File: config.mk
export PLATFORM = sky130hd
export DESIGN_NAME = udp_reassembly_top
export DESIGN_NICKNAME = d
export VERILOG_FILES = /design/src/udp_rx_pkg.sv /design/src/udp_reassembly_top.sv /design/src/udp_receive_handler.sv /design/src/fragment_slot.sv /design/src/cycle_timer.sv
export VERILOG_INCLUDE_DIRS = /design/src /design/src/include
export SDC_FILE = /design/constraint.sdc
export NUM_CORES = 2
export LEC_CHECK = 0
export BUFFER_PORTS_ARGS = -buffer_cell sky130_fd_sc_hd__buf_4
export CAP_MARGIN = 30
export CORE_MARGIN = 1
export CORE_UTILIZATION = 40
export DETAILED_ROUTE_END_ITERATION = 8
export GPL_ROUTABILITY_DRIVEN = 0
export GPL_TIMING_DRIVEN = 0
export PLACE_DENSITY_LB_ADDON = 0.1
export SYNTH_ARGS = -nofsm -noshare
export SYNTH_HDL_FRONTEND = slang
export SYNTH_SLANG_ARGS = --single-unit
File: constraint.sdc
create_clock -name clock -period 5.8 [get_ports clock]
set_input_delay 0.58 -clock clock [delete_from_list [all_inputs] [get_ports clock]]
set_output_delay 0.58 -clock clock [all_outputs]
set_load 0.02 [all_outputs]
File: src/include/udp_rx_defs.svh
`ifndef UDP_RX_DEFS_SVH
`define UDP_RX_DEFS_SVH

////////////////////////////////////////////////////////////
// Reassembly sizing
////////////////////////////////////////////////////////////

// Number of reassembly buffers
`define FRAGMENT_SLOTS 4

// Number of receive queues polled by the handler
`define RECEIVE_QUE_SLOTS 4

// Bytes per reassembly buffer
`define FRAGMENT_DEPTH 64

// Idle cycles after the last byte before a fragment ends
`define TIMEOUT_LIMIT 4

`endif
File: src/udp_rx_pkg.sv
package udp_rx_pkg;

    typedef logic [7:0]  byte_t;
    typedef logic [15:0] packet_id_t;

    // Bit 13 more fragments, bits 12..0 offset
    typedef logic [15:0] ipv4_flags_t;
    typedef logic [12:0] fragment_offset_t;

    typedef logic [15:0] timer_count_t;

    typedef enum logic [2:0] {
        S_IDLE,
        S_CHECK_FRAGMENT_STATUS,
        S_FIND_EMPTY_FRAGMENT_SLOT,
        S_FIND_MATCHING_FRAGMENT_SLOT,
        S_PUSH_DATA,
        S_DRAIN
    } handler_state_t;

endpackage

File: src/udp_reassembly_top.sv
`timescale 1ns/1ps

`include "udp_rx_defs.svh"

module udp_reassembly_top
    import udp_rx_pkg::*;
(
    input  logic                                  clock,
    input  logic                                  reset_n,
    input  logic        [`RECEIVE_QUE_SLOTS-1:0]  enable,
    input  byte_t       [`RECEIVE_QUE_SLOTS-1:0]  data,
    input  logic        [`RECEIVE_QUE_SLOTS-1:0]  data_enable,
    input  packet_id_t  [`RECEIVE_QUE_SLOTS-1:0]  ipv4_identification,
    input  ipv4_flags_t [`RECEIVE_QUE_SLOTS-1:0]  ipv4_flags,
    input  logic        [`FRAGMENT_SLOTS-1:0]     read_enable,
    output logic        [`RECEIVE_QUE_SLOTS-1:0]  data_ready,
    output logic        [`FRAGMENT_SLOTS-1:0]     slot_complete,
    output packet_id_t  [`FRAGMENT_SLOTS-1:0]     slot_packet_id,
    output byte_t       [`FRAGMENT_SLOTS-1:0]     read_data,
    output logic        [`FRAGMENT_SLOTS-1:0]     read_last
);

    logic                       timer_load_count;
    logic                       timer_expired;
    byte_t                      push_data;
    logic [`FRAGMENT_SLOTS-1:0] push_data_valid;
    logic [`FRAGMENT_SLOTS-1:0] push_data_last;
    packet_id_t                 packet_id;
    logic [`FRAGMENT_SLOTS-1:0] slot_empty;

    udp_receive_handler handler_i (
        .clock                   (clock),
        .reset_n                 (reset_n),
        .enable                  (enable),
        .data                    (data),
        .data_enable             (data_enable),
        .ipv4_identification     (ipv4_identification),
        .ipv4_flags              (ipv4_flags),
        .fragment_slot_empty     (slot_empty),
        .fragment_slot_packet_id (slot_packet_id),
        .timer_expired           (timer_expired),
        .data_ready              (data_ready),
        .timer_load_count        (timer_load_count),
        .push_data               (push_data),
        .push_data_valid         (push_data_valid),
        .push_data_last          (push_data_last),
        .packet_id               (packet_id)
    );

    // Fragment timeout
    cycle_timer timeout_timer_i (
        .clock      (clock),
        .reset_n    (reset_n),
        .enable     (1'b1),
        .load_count (timer_load_count),
        .count      (timer_count_t'(`TIMEOUT_LIMIT)),
        .expired    (timer_expired)
    );

    for (genvar s = 0; s < `FRAGMENT_SLOTS; s++) begin : g_slot
        fragment_slot #(
            .DEPTH (`FRAGMENT_DEPTH)
        ) slot_i (
            .clock            (clock),
            .reset_n          (reset_n),
            .push_data        (push_data),
            .push_data_valid  (push_data_valid[s]),
            .push_data_last   (push_data_last[s]),
            .packet_id        (packet_id),
            .read_enable      (read_enable[s]),
            .empty            (slot_empty[s]),
            .stored_packet_id (slot_packet_id[s]),
            .complete         (slot_complete[s]),
            .read_data        (read_data[s]),
            .read_last        (read_last[s])
        );
    end

endmodule

File: src/udp_receive_handler.sv
`timescale 1ns/1ps

`include "udp_rx_defs.svh"

module udp_receive_handler
    import udp_rx_pkg::*;
(
    input  logic                                  clock,
    input  logic                                  reset_n,
    input  logic        [`RECEIVE_QUE_SLOTS-1:0]  enable,
    input  byte_t       [`RECEIVE_QUE_SLOTS-1:0]  data,
    input  logic        [`RECEIVE_QUE_SLOTS-1:0]  data_enable,
    input  packet_id_t  [`RECEIVE_QUE_SLOTS-1:0]  ipv4_identification,
    input  ipv4_flags_t [`RECEIVE_QUE_SLOTS-1:0]  ipv4_flags,
    input  logic        [`FRAGMENT_SLOTS-1:0]     fragment_slot_empty,
    input  packet_id_t  [`FRAGMENT_SLOTS-1:0]     fragment_slot_packet_id,
    input  logic                                  timer_expired,
    output logic        [`RECEIVE_QUE_SLOTS-1:0]  data_ready,
    output logic                                  timer_load_count,
    output byte_t                                 push_data,
    output logic        [`FRAGMENT_SLOTS-1:0]     push_data_valid,
    output logic        [`FRAGMENT_SLOTS-1:0]     push_data_last,
    output packet_id_t                            packet_id
);

    localparam int QUE_SEL_W  = $clog2(`RECEIVE_QUE_SLOTS);
    localparam int SLOT_SEL_W = $clog2(`FRAGMENT_SLOTS);

    handler_state_t                state;
    handler_state_t                state_next;
    logic [QUE_SEL_W-1:0]          que_select;
    logic [QUE_SEL_W-1:0]          que_select_next;
    logic [QUE_SEL_W-1:0]          que_select_rr;
    logic [SLOT_SEL_W-1:0]         slot_select;
    logic [SLOT_SEL_W-1:0]         slot_select_next;
    logic                          slot_select_last;
    logic [`RECEIVE_QUE_SLOTS-1:0] que_onehot;
    logic [`FRAGMENT_SLOTS-1:0]    slot_onehot;
    logic                          more_fragments;
    logic                          more_fragments_next;
    fragment_offset_t              fragment_offset;
    fragment_offset_t              fragment_offset_next;
    packet_id_t                    packet_id_next;
    byte_t                         push_data_next;
    logic [`FRAGMENT_SLOTS-1:0]    push_data_valid_next;
    logic [`FRAGMENT_SLOTS-1:0]    push_data_last_next;
    logic                          streaming;
    logic                          byte_taken;

    always_comb begin
        que_onehot             = '0;
        que_onehot[que_select] = 1'b1;
    end

    always_comb begin
        slot_onehot              = '0;
        slot_onehot[slot_select] = 1'b1;
    end

    always_comb begin
        if (que_select == QUE_SEL_W'(`RECEIVE_QUE_SLOTS - 1)) begin
            que_select_rr = '0;
        end
        else begin
            que_select_rr = que_select + 1'b1;
        end
    end

    assign slot_select_last = (slot_select == SLOT_SEL_W'(`FRAGMENT_SLOTS - 1));

    // Pop strobe toward the selected queue in push and drain states
    assign streaming  = (state == S_PUSH_DATA) || (state == S_DRAIN);
    assign data_ready = streaming ? que_onehot : '0;
    assign byte_taken = streaming && data_enable[que_select];

    ////////////////////////////////////////////////////////////
    // Next state
    ////////////////////////////////////////////////////////////

    always_comb begin
        state_next           = state;
        que_select_next      = que_select;
        slot_select_next     = slot_select;
        more_fragments_next  = more_fragments;
        fragment_offset_next = fragment_offset;
        packet_id_next       = packet_id;
        push_data_next       = push_data;
        push_data_valid_next = '0;
        push_data_last_next  = '0;
        timer_load_count     = 1'b0;

        case (state)
            S_IDLE: begin
                if (enable[que_select]) begin
                    packet_id_next       = ipv4_identification[que_select];
                    more_fragments_next  = ipv4_flags[que_select][13];
                    fragment_offset_next = ipv4_flags[que_select][12:0];
                    state_next           = S_CHECK_FRAGMENT_STATUS;
                end
                else begin
                    que_select_next = que_select_rr;
                end
            end
            S_CHECK_FRAGMENT_STATUS: begin
                slot_select_next = '0;
                if (fragment_offset == '0) begin
                    state_next = S_FIND_EMPTY_FRAGMENT_SLOT;
                end
                else begin
                    state_next = S_FIND_MATCHING_FRAGMENT_SLOT;
                end
            end
            S_FIND_EMPTY_FRAGMENT_SLOT: begin
                timer_load_count = 1'b1;
                if (fragment_slot_empty[slot_select]) begin
                    state_next = S_PUSH_DATA;
                end
                else if (slot_select_last) begin
                    state_next = S_DRAIN;
                end
                else begin
                    slot_select_next = slot_select + 1'b1;
                end
            end
            S_FIND_MATCHING_FRAGMENT_SLOT: begin
                timer_load_count = 1'b1;
                // An empty slot holds no packet to append to
                if (!fragment_slot_empty[slot_select] &&
                    (fragment_slot_packet_id[slot_select] == packet_id)) begin
                    state_next = S_PUSH_DATA;
                end
                else if (slot_select_last) begin
                    state_next = S_DRAIN;
                end
                else begin
                    slot_select_next = slot_select + 1'b1;
                end
            end
            S_PUSH_DATA: begin
                if (byte_taken) begin
                    push_data_next       = data[que_select];
                    push_data_valid_next = slot_onehot;
                    timer_load_count     = 1'b1;
                end
                else if (timer_expired) begin
                    state_next      = S_IDLE;
                    que_select_next = que_select_rr;
                    if (!more_fragments) begin
                        push_data_last_next = slot_onehot;
                    end
                end
            end
            S_DRAIN: begin
                // Bytes acknowledged and dropped
                if (byte_taken) begin
                    timer_load_count = 1'b1;
                end
                else if (timer_expired) begin
                    state_next      = S_IDLE;
                    que_select_next = que_select_rr;
                end
            end
            default: begin
                state_next = S_IDLE;
            end
        endcase
    end

    ////////////////////////////////////////////////////////////
    // Registers
    ////////////////////////////////////////////////////////////

    always_ff @(posedge clock or negedge reset_n) begin
        if (!reset_n) begin
            state           <= S_IDLE;
            que_select      <= '0;
            slot_select     <= '0;
            more_fragments  <= 1'b0;
            fragment_offset <= '0;
            packet_id       <= '0;
            push_data_valid <= '0;
            push_data_last  <= '0;
        end
        else begin
            state           <= state_next;
            que_select      <= que_select_next;
            slot_select     <= slot_select_next;
            more_fragments  <= more_fragments_next;
            fragment_offset <= fragment_offset_next;
            packet_id       <= packet_id_next;
            push_data_valid <= push_data_valid_next;
            push_data_last  <= push_data_last_next;
        end
    end

    always_ff @(posedge clock) begin
        push_data <= push_data_next;
    end

endmodule

File: src/fragment_slot.sv
`timescale 1ns/1ps

`include "udp_rx_defs.svh"

module fragment_slot
    import udp_rx_pkg::*;
#(
    parameter int DEPTH = `FRAGMENT_DEPTH
) (
    input  logic       clock,
    input  logic       reset_n,
    input  byte_t      push_data,
    input  logic       push_data_valid,
    input  logic       push_data_last,
    input  packet_id_t packet_id,
    input  logic       read_enable,
    output logic       empty,
    output packet_id_t stored_packet_id,
    output logic       complete,
    output byte_t      read_data,
    output logic       read_last
);

    localparam int ADDR_W = (DEPTH > 1) ? $clog2(DEPTH) : 1;
    localparam int PTR_W  = $clog2(DEPTH + 1);

    byte_t            buffer [DEPTH];
    logic [PTR_W-1:0] wr_ptr;
    logic [PTR_W-1:0] rd_ptr;
    logic [PTR_W-1:0] fill_count;
    logic             push_ok;
    logic             pop_ok;
    logic             pop_final;

    // Pointers only grow until the slot is freed, so no wrap
    assign fill_count = wr_ptr - rd_ptr;
    assign push_ok    = push_data_valid && (wr_ptr != PTR_W'(DEPTH));
    assign pop_ok     = read_enable && (fill_count != '0);
    assign read_last  = complete && (fill_count == PTR_W'(1));
    assign pop_final  = pop_ok && read_last;

    // Fall-through read port
    assign read_data = buffer[rd_ptr[ADDR_W-1:0]];

    always_ff @(posedge clock) begin
        if (push_ok) begin
            buffer[wr_ptr[ADDR_W-1:0]] <= push_data;
        end
    end

    always_ff @(posedge clock or negedge reset_n) begin
        if (!reset_n) begin
            wr_ptr           <= '0;
            rd_ptr           <= '0;
            empty            <= 1'b1;
            complete         <= 1'b0;
            stored_packet_id <= '0;
        end
        else if (pop_final) begin
            wr_ptr   <= '0;
            rd_ptr   <= '0;
            empty    <= 1'b1;
            complete <= 1'b0;
        end
        else begin
            if (push_ok) begin
                wr_ptr <= wr_ptr + 1'b1;
                // First byte claims the slot
                if (empty) begin
                    stored_packet_id <= packet_id;
                    empty            <= 1'b0;
                end
            end
            if (pop_ok) begin
                rd_ptr <= rd_ptr + 1'b1;
            end
            if (push_data_last) begin
                complete <= 1'b1;
            end
        end
    end

endmodule

File: src/cycle_timer.sv
`timescale 1ns/1ps

module cycle_timer
    import udp_rx_pkg::*;
(
    input  logic         clock,
    input  logic         reset_n,
    input  logic         enable,
    input  logic         load_count,
    input  timer_count_t count,
    output logic         expired
);

    timer_count_t counter;

    // Reload wins over counting down
    always_ff @(posedge clock or negedge reset_n) begin
        if (!reset_n) begin
            counter <= '0;
        end
        else if (load_count) begin
            counter <= count;
        end
        else if (enable && (counter != '0)) begin
            counter <= counter - 1'b1;
        end
    end

    // Stays high until the next reload
    assign expired = (counter == '0);

endmodule

# --- Yosys cells after proc, flatten, opt, wreduce, memory -nomap -nowiden ---
# Memories as Yosys holds them, arrays and structs flattened.
# Cells that the tools add are included.
totals:
  output_inout_bits: 108
  input_bits: 174
  ram_bits: 2048
  reg_bits: 197
  mem_count: 4
op_classes:
  n_eq_ne: 22
  n_addsub: 15
  n_reduce_logical: 56
  muxes: 86
  n_bitwise: 4
  n_lt_le_gt_ge: 4
memory_table:
  columns: ["name", "words", "word_bits", "rd", "rd_clocked_by_memory_dff", "wr", "line", "text"]
  rows:
  - ["g_slot[0].slot_i.buffer", 64, 8, 1, 0, 1, "fragment_slot.sv:27", "byte_t buffer [DEPTH];"]
  - ["g_slot[1].slot_i.buffer", 64, 8, 1, 0, 1, "fragment_slot.sv:27", null]
  - ["g_slot[2].slot_i.buffer", 64, 8, 1, 0, 1, "fragment_slot.sv:27", null]
  - ["g_slot[3].slot_i.buffer", 64, 8, 1, 0, 1, "fragment_slot.sv:27", null]
ops:
  columns: ["cell", "count"]
  rows:
  - ["$mux W7", 16]
  - ["$bmux W16 S2", 3]
  - ["$mux W16", 4]
  - ["$add A7 B1 Y7 const B", 8]
  - ["$mux W1", 31]
  - ["$eq A7 B1 Y1 const B", 4]
  - ["$mux W4", 7]
  - ["$ne A7 B7 Y1 const B", 4]
  - ["$reduce_bool A2 Y1", 14]
  - ["$reduce_bool A7 Y1", 4]
  - ["$sub A7 B7 Y7", 4]
  - ["$logic_and A1 B1 Y1", 20]
  - ["$mux W3", 6]
  - ["$reduce_and A3 Y1", 6]
  - ["$bmux W8 S2", 1]
  - ["$eq A16 B16 Y1", 1]
  - ["$logic_not A16 Y1", 1]
  - ["$reduce_bool A16 Y1", 1]
  - ["$sub A16 B1 Y16 const B", 1]
  - ["$pmux W3 S5", 1]
  - ["$mux W14", 1]
  - ["$mux W2", 7]
  - ["$logic_not A13 Y1", 1]
  - ["$mux W8", 1]
  - ["other kinds (22)", 40]

# --- Depth between registers and ports, before layout ---
depth:
  depth_word: 8
  depth_mapped: 13
  depth_no_buf: 10

# --- Modules after synthesis ---
# From an unflattened synthesis, not the netlist that was laid out.
unflattened:
  cells_unflattened: 4438
  hier_area_um2: 90939.7
by_module_without_submodules:
  columns: ["mod", "cells_per_inst", "area_each_um2", "n_inst", "seq_area_each_um2"]
  rows:
  - ["fragment_slot (g_slot[0].slot_i ...)", 1011, 21524.4, 2, 16176.8]
  - ["fragment_slot (g_slot[2].slot_i ...)", 1011, 21516.9, 2, 16176.8]
  - ["udp_receive_handler", 268, 3786.1, 1, 1366.3]
  - ["cycle_timer", 124, 1063.5, 1, 400.4]
  - ["udp_reassembly_top", 2, 7.5, 1, 0.0]

# --- Worst setup path after synthesis ---
# No wires, ideal clock.
synth_path:
  kind: "reg2reg"
  from: "register handler_i.push_data[0]"
  to: "memory g_slot[0].slot_i.buffer[0][0] (netlist bit) (data pin)"
  arrival_time_ps: 3228
  path_slack_ps: 1754
  stages_incl_launch_ff: 1
  synth_period_minus_slack_ps: 4046
  path_buffers: 0
  cell_sequence: "edfxtp_1"
synth_lines:
  columns: ["item", "line", "text"]
  rows:
  - ["start, declared", "udp_receive_handler.sv:20", "output byte_t push_data,"]
  - ["start signal, assigned", "udp_receive_handler.sv:197", "push_data <= push_data_next;"]
  - ["end, declared", "fragment_slot.sv:27", null]
# No word-level cell before the write port.

==> results.md <==
- Initial antenna violation count: 7
- Grt ovf: 0
- Post-synth EDFFs: 2,056
- CTS root buffer: clkbuf_16
- Initial Utilization: 0.402
- Mean post-synth cell area: 21.3 um2
- Cell family with most CP delay: buffers and inverters
- Port bufs: 273
- DR DRC count: 0
- Worst slew pin tran: 1040 ps
- Worst-case reg-to-reg path depth: 13
- Final period util: 0.961
- Synth area leader: edfxtp_1
- CTS Buf Count: 233
- Critical path fanouts, max: 10
- Share of layout cells above drive strength 1: 0.318
- Global-route wire length before repair: 336,000 um
- CP Buf/Inv Count: 4
- Clock-pin slew of the registers on the worst-case setup and hold paths: 60 ps
- Final net count: 5,110
- Die span in y: 477 um
- Vias in the first global route: 46,588
- Flops & latches, synth: 2,245
- WL met2: 111,000 um
- Clock Tree Buf Depth: 3
- Rows: 174
- Total GRT Usage: 0.204
- Average wire per standard cell: 28.7 um
- CP Capture Type: primary output
- Total Wirelength: 231,000 um
- Count of cell types in the netlist: 80
- Synth Instances: 4,247
- Endpoints failing setup: 0
- FF-to-FF Start: g_slot[0].slot_i.rd_ptr[1]$_DFFE_PN0P_
- Number of nets with antenna violations after routing: 0
- Pin count of the biggest net entering global routing: 107
- Post-CTS Repair Setup Buffers: 0
- Via count: 44,502
- Post-DR vias/cell: 5.51
- Total power per unit cell area: 449 nW/um2
- Clk Latency, worst-skew pair: 860 ps
- CTS tree: done
- Core Util, Final: 0.475
- Max Cap Viol: 0
- Min Tclk post-route: 5570 ps
- Slowest stage delay, CP: 830 ps
- RSZ-0062 raised after global routing: no
- HP Class: in2reg
- Worst Setup EP: read_data[0]
- Main synth FF type: edfxtp_1
- Post-synth top area share: 0.683
- Reg2reg setup slack: 800 ps
- Post-synth ARST share: 0.0842
- Sequential cell area fraction in the yosys report: 0.735
- Relative slew slack: 0.310
- Metal1 wirelength: 102,000 um
- TritonCTS Sinks: 2,245
- Peak supply drop: 0.271 mV
- Drt pass-1 iters: 5
- Startpoint types: flip-flop
- Status: completed
- Peak Freq: 179 MHz
- Top cell by count, worst path: mux4_2
- Fillers: 18,713
- Reg-to-Reg End: g_slot[0].slot_i.stored_packet_id[7]$_DFFE_PN0P_
- Worst path depth: 7
- Mapped Area: 90,400 um2
- Layout Skew: 30.9 ps
- Ys Warns: 0
- I/O pin cnt: 282
- Worst EP arrival: 4990 ps
- Hold path cells: 2
- Final hold vios: 0
- Critical-path top delay cell: clkbuf_1
- Mapped Nets: 4,470
- Die footprint: 228,000 um2
- Final HPWL DP: 162,000 um
- H-tree lvl count: 4
- Die W: 477 um
- Initial drt markers: 4,033
- Max Slew Vio Count: 0
- Area grow syn2layout: 18.0%
- Leakage: 0.0348 uW
- Critical path cell sequence: clkbuf_1 -> clkbuf_1 -> buf_1 -> mux4_2 -> mux4_2 -> mux4_2 -> buf_4
- Met3 wire len: 13,800 um
- Worst EP required: 5220 ps
- Crit. Startpoint: g_slot[0].slot_i.rd_ptr[1]$_DFFE_PN0P_
- Top post-synthesis cells by area: edfxtp_1, mux4_2, dfrtp_1
- Top Metal Used: met4
- Placeable Area: 225,000 um2
- Worst Setup Path Type: reg2out
- Hold slack final: 108 ps
[power by group]
group | internal [uW] | switching (uW) | leakage (uW)
Sequential | 18100 | 538 | 0.0209
Clock | 8560 | 6170 | 0.00363
Combinational | 6570 | 8030 | 0.0103
Total | 33200 | 14700 | 0.0348
[worst reg2reg max path, delay by kind of cell, from the launching register on]
family,cells,cell delay [ps]
buf+inv,5,2420
simple gates,3,930
compound gates,3,590
flops,1,390
mux,1,360
fa+ha+maj,1,210
[state kept, by name, indices dropped and copies added, names as in the netlist]
signal / flops
handler_i.push_data: 8
g_slot.slot_i.stored_packet_id: 64
handler_i.push_data_valid: 4
g_slot.slot_i.empty: 4
handler_i.more_fragments: 1
handler_i.packet_id: 16
handler_i.state: 3
g_slot.slot_i.wr_ptr: 28
g_slot.slot_i.rd_ptr: 28
handler_i.slot_select: 2
g_slot.slot_i.buffer: 2048
g_slot.slot_i.complete: 4
handler_i.que_select: 2
handler_i.fragment_offset: 13
handler_i.push_data_last: 4
timeout_timer_i.counter: 16
[area by class of cell]
cell class              instances  area, um2  share of cell area
flip-flops and latches       2245      66500               0.623
multi-input cells            1732      22800               0.214
clock buffers                 287       6150              0.0576
repair buffers                406       5060              0.0475
well taps                    2992       3740              0.0351
clock inverters               134       1300              0.0122
plain buffers                 224        982             0.00921
inverters                      45        169             0.00158
diodes                          5       12.5            0.000117
[layout by cell type (no fill, tap or decap), drive strengths merged, types with 6 or more instances in the layout]
cell / netlist / final
clkinv: 1 / 97
o211ai: 6 / 6
or3: 24 / 24
dfrtp: 185 / 185
inv: 44 / 50
ha: 45 / 45
xnor2: 42 / 42
nand3: 39 / 39
and2: 14 / 14
or4: 7 / 7
nand3b: 16 / 16
nor3: 19 / 19
clkinvlp: 0 / 7
o21ai: 32 / 32
or2: 12 / 12
and3: 10 / 10
nor2: 360 / 360
mux2: 98 / 98
nand2: 67 / 67
mux4: 726 / 726
xor2: 26 / 26
nor3b: 7 / 7
buf: 107 / 507
o21a: 7 / 7
a21o: 9 / 9
mux2i: 13 / 13
nor2b: 22 / 22
bufinv: 0 / 25
a21oi: 32 / 32
edfxtp: 2056 / 2056
nor4: 11 / 11
nand4: 18 / 18
clkbuf: 118 / 406
[how the worst min path moves through the flow]
stage | start | end | slack (ps)
floorplan | reset_n | g_slot[0].slot_i.complete$_DFFE_PN0P_ | 280
global placement | handler_i.push_data_last[1]$_DFF_PN0_ | g_slot[1].slot_i.complete$_DFFE_PN0P_ | 460
detailed placement | handler_i.push_data_last[3]$_DFF_PN0_ | g_slot[3].slot_i.complete$_DFFE_PN0P_ | 460
CTS | data[3] | handler_i.push_data[3]$_DFFE_PP_ | 20
global route | data[3] | handler_i.push_data[3]$_DFFE_PP_ | 70
finish | data[3] | handler_i.push_data[3]$_DFFE_PP_ | 110
[per-stage QoR]
step / cells / setup slack (ps) / TNS, ps / cell area, um2 / power [uW]
after detailed placement: 7630 / 785 / 0 / 99000 / 33700
after CTS: 8055 / 39.2 / 0 / 107000 / 48400
after floorplan: 4247 / 1750 / 0 / 90400 / 28100
after global placement: 7512 / -3310 / -5636060 / 96200 / 33400
final: 8070 / 228 / 0 / 107000 / 47900
after global routing: 8068 / 2.97 / 0 / 107000 / 49800
[cell families after synthesis]
| group | count (synthesis) | synth area share |
|---|---|---|
| adder cells (fa/ha/maj) | 49 | 0.00711 |
| multiplexers | 837 | 0.195 |
| flip-flops | 2245 | 0.735 |
| buffers and inverters | 270 | 0.0128 |
| AO/OA/AOI/OAI | 132 | 0.0101 |
| AND/OR/NAND/NOR | 646 | 0.0335 |
| XOR/XNOR | 68 | 0.00659 |
[repair_timing]
item                                    CTS  global route
hold endpoints to repair                 85             0
resized for setup                         0             3
hold buffers                              4             0
endpoints found under the setup margin    0             2
[routing by layer]
layer  GRT usage  vias to the layer above
met4      0.0456                        0
met1       0.292                    23954
li1            -                    18957
met2       0.325                     1323
met5           0                        -
met3      0.0387                      268
[synth_stat cells (4+ instances only)]
library cell  number
edfxtp_1        2056
mux4_2           726
nor2_1           357
dfrtp_1          185
clkbuf_1         118
nand2_1           67
mux2_2            58
buf_2             52
ha_1              45
xnor2_1           42
buf_1             40
mux2_1            40
nand3_1           39
inv_1             37
a21oi_1           32
o21ai_0           32
xor2_1            26
or3_1             24
nor2b_1           22
nand4_1           18
nor3_1            17
nand3b_1          16
and2_1            14
mux2i_1           13
or2_2             12
and3_1            10
buf_4             10
a21o_1             9
nor4_1             9
inv_2              7
o21a_1             7
or4_1              7
nor3b_1            6
buf_6              5
nand2b_1           5
o211ai_1           5
a211oi_1           4
dfstp_2            4
fa_1               4
nor4b_1            4
o2111ai_1          4
o31ai_1            4
(Power assumes the default switching activity.)
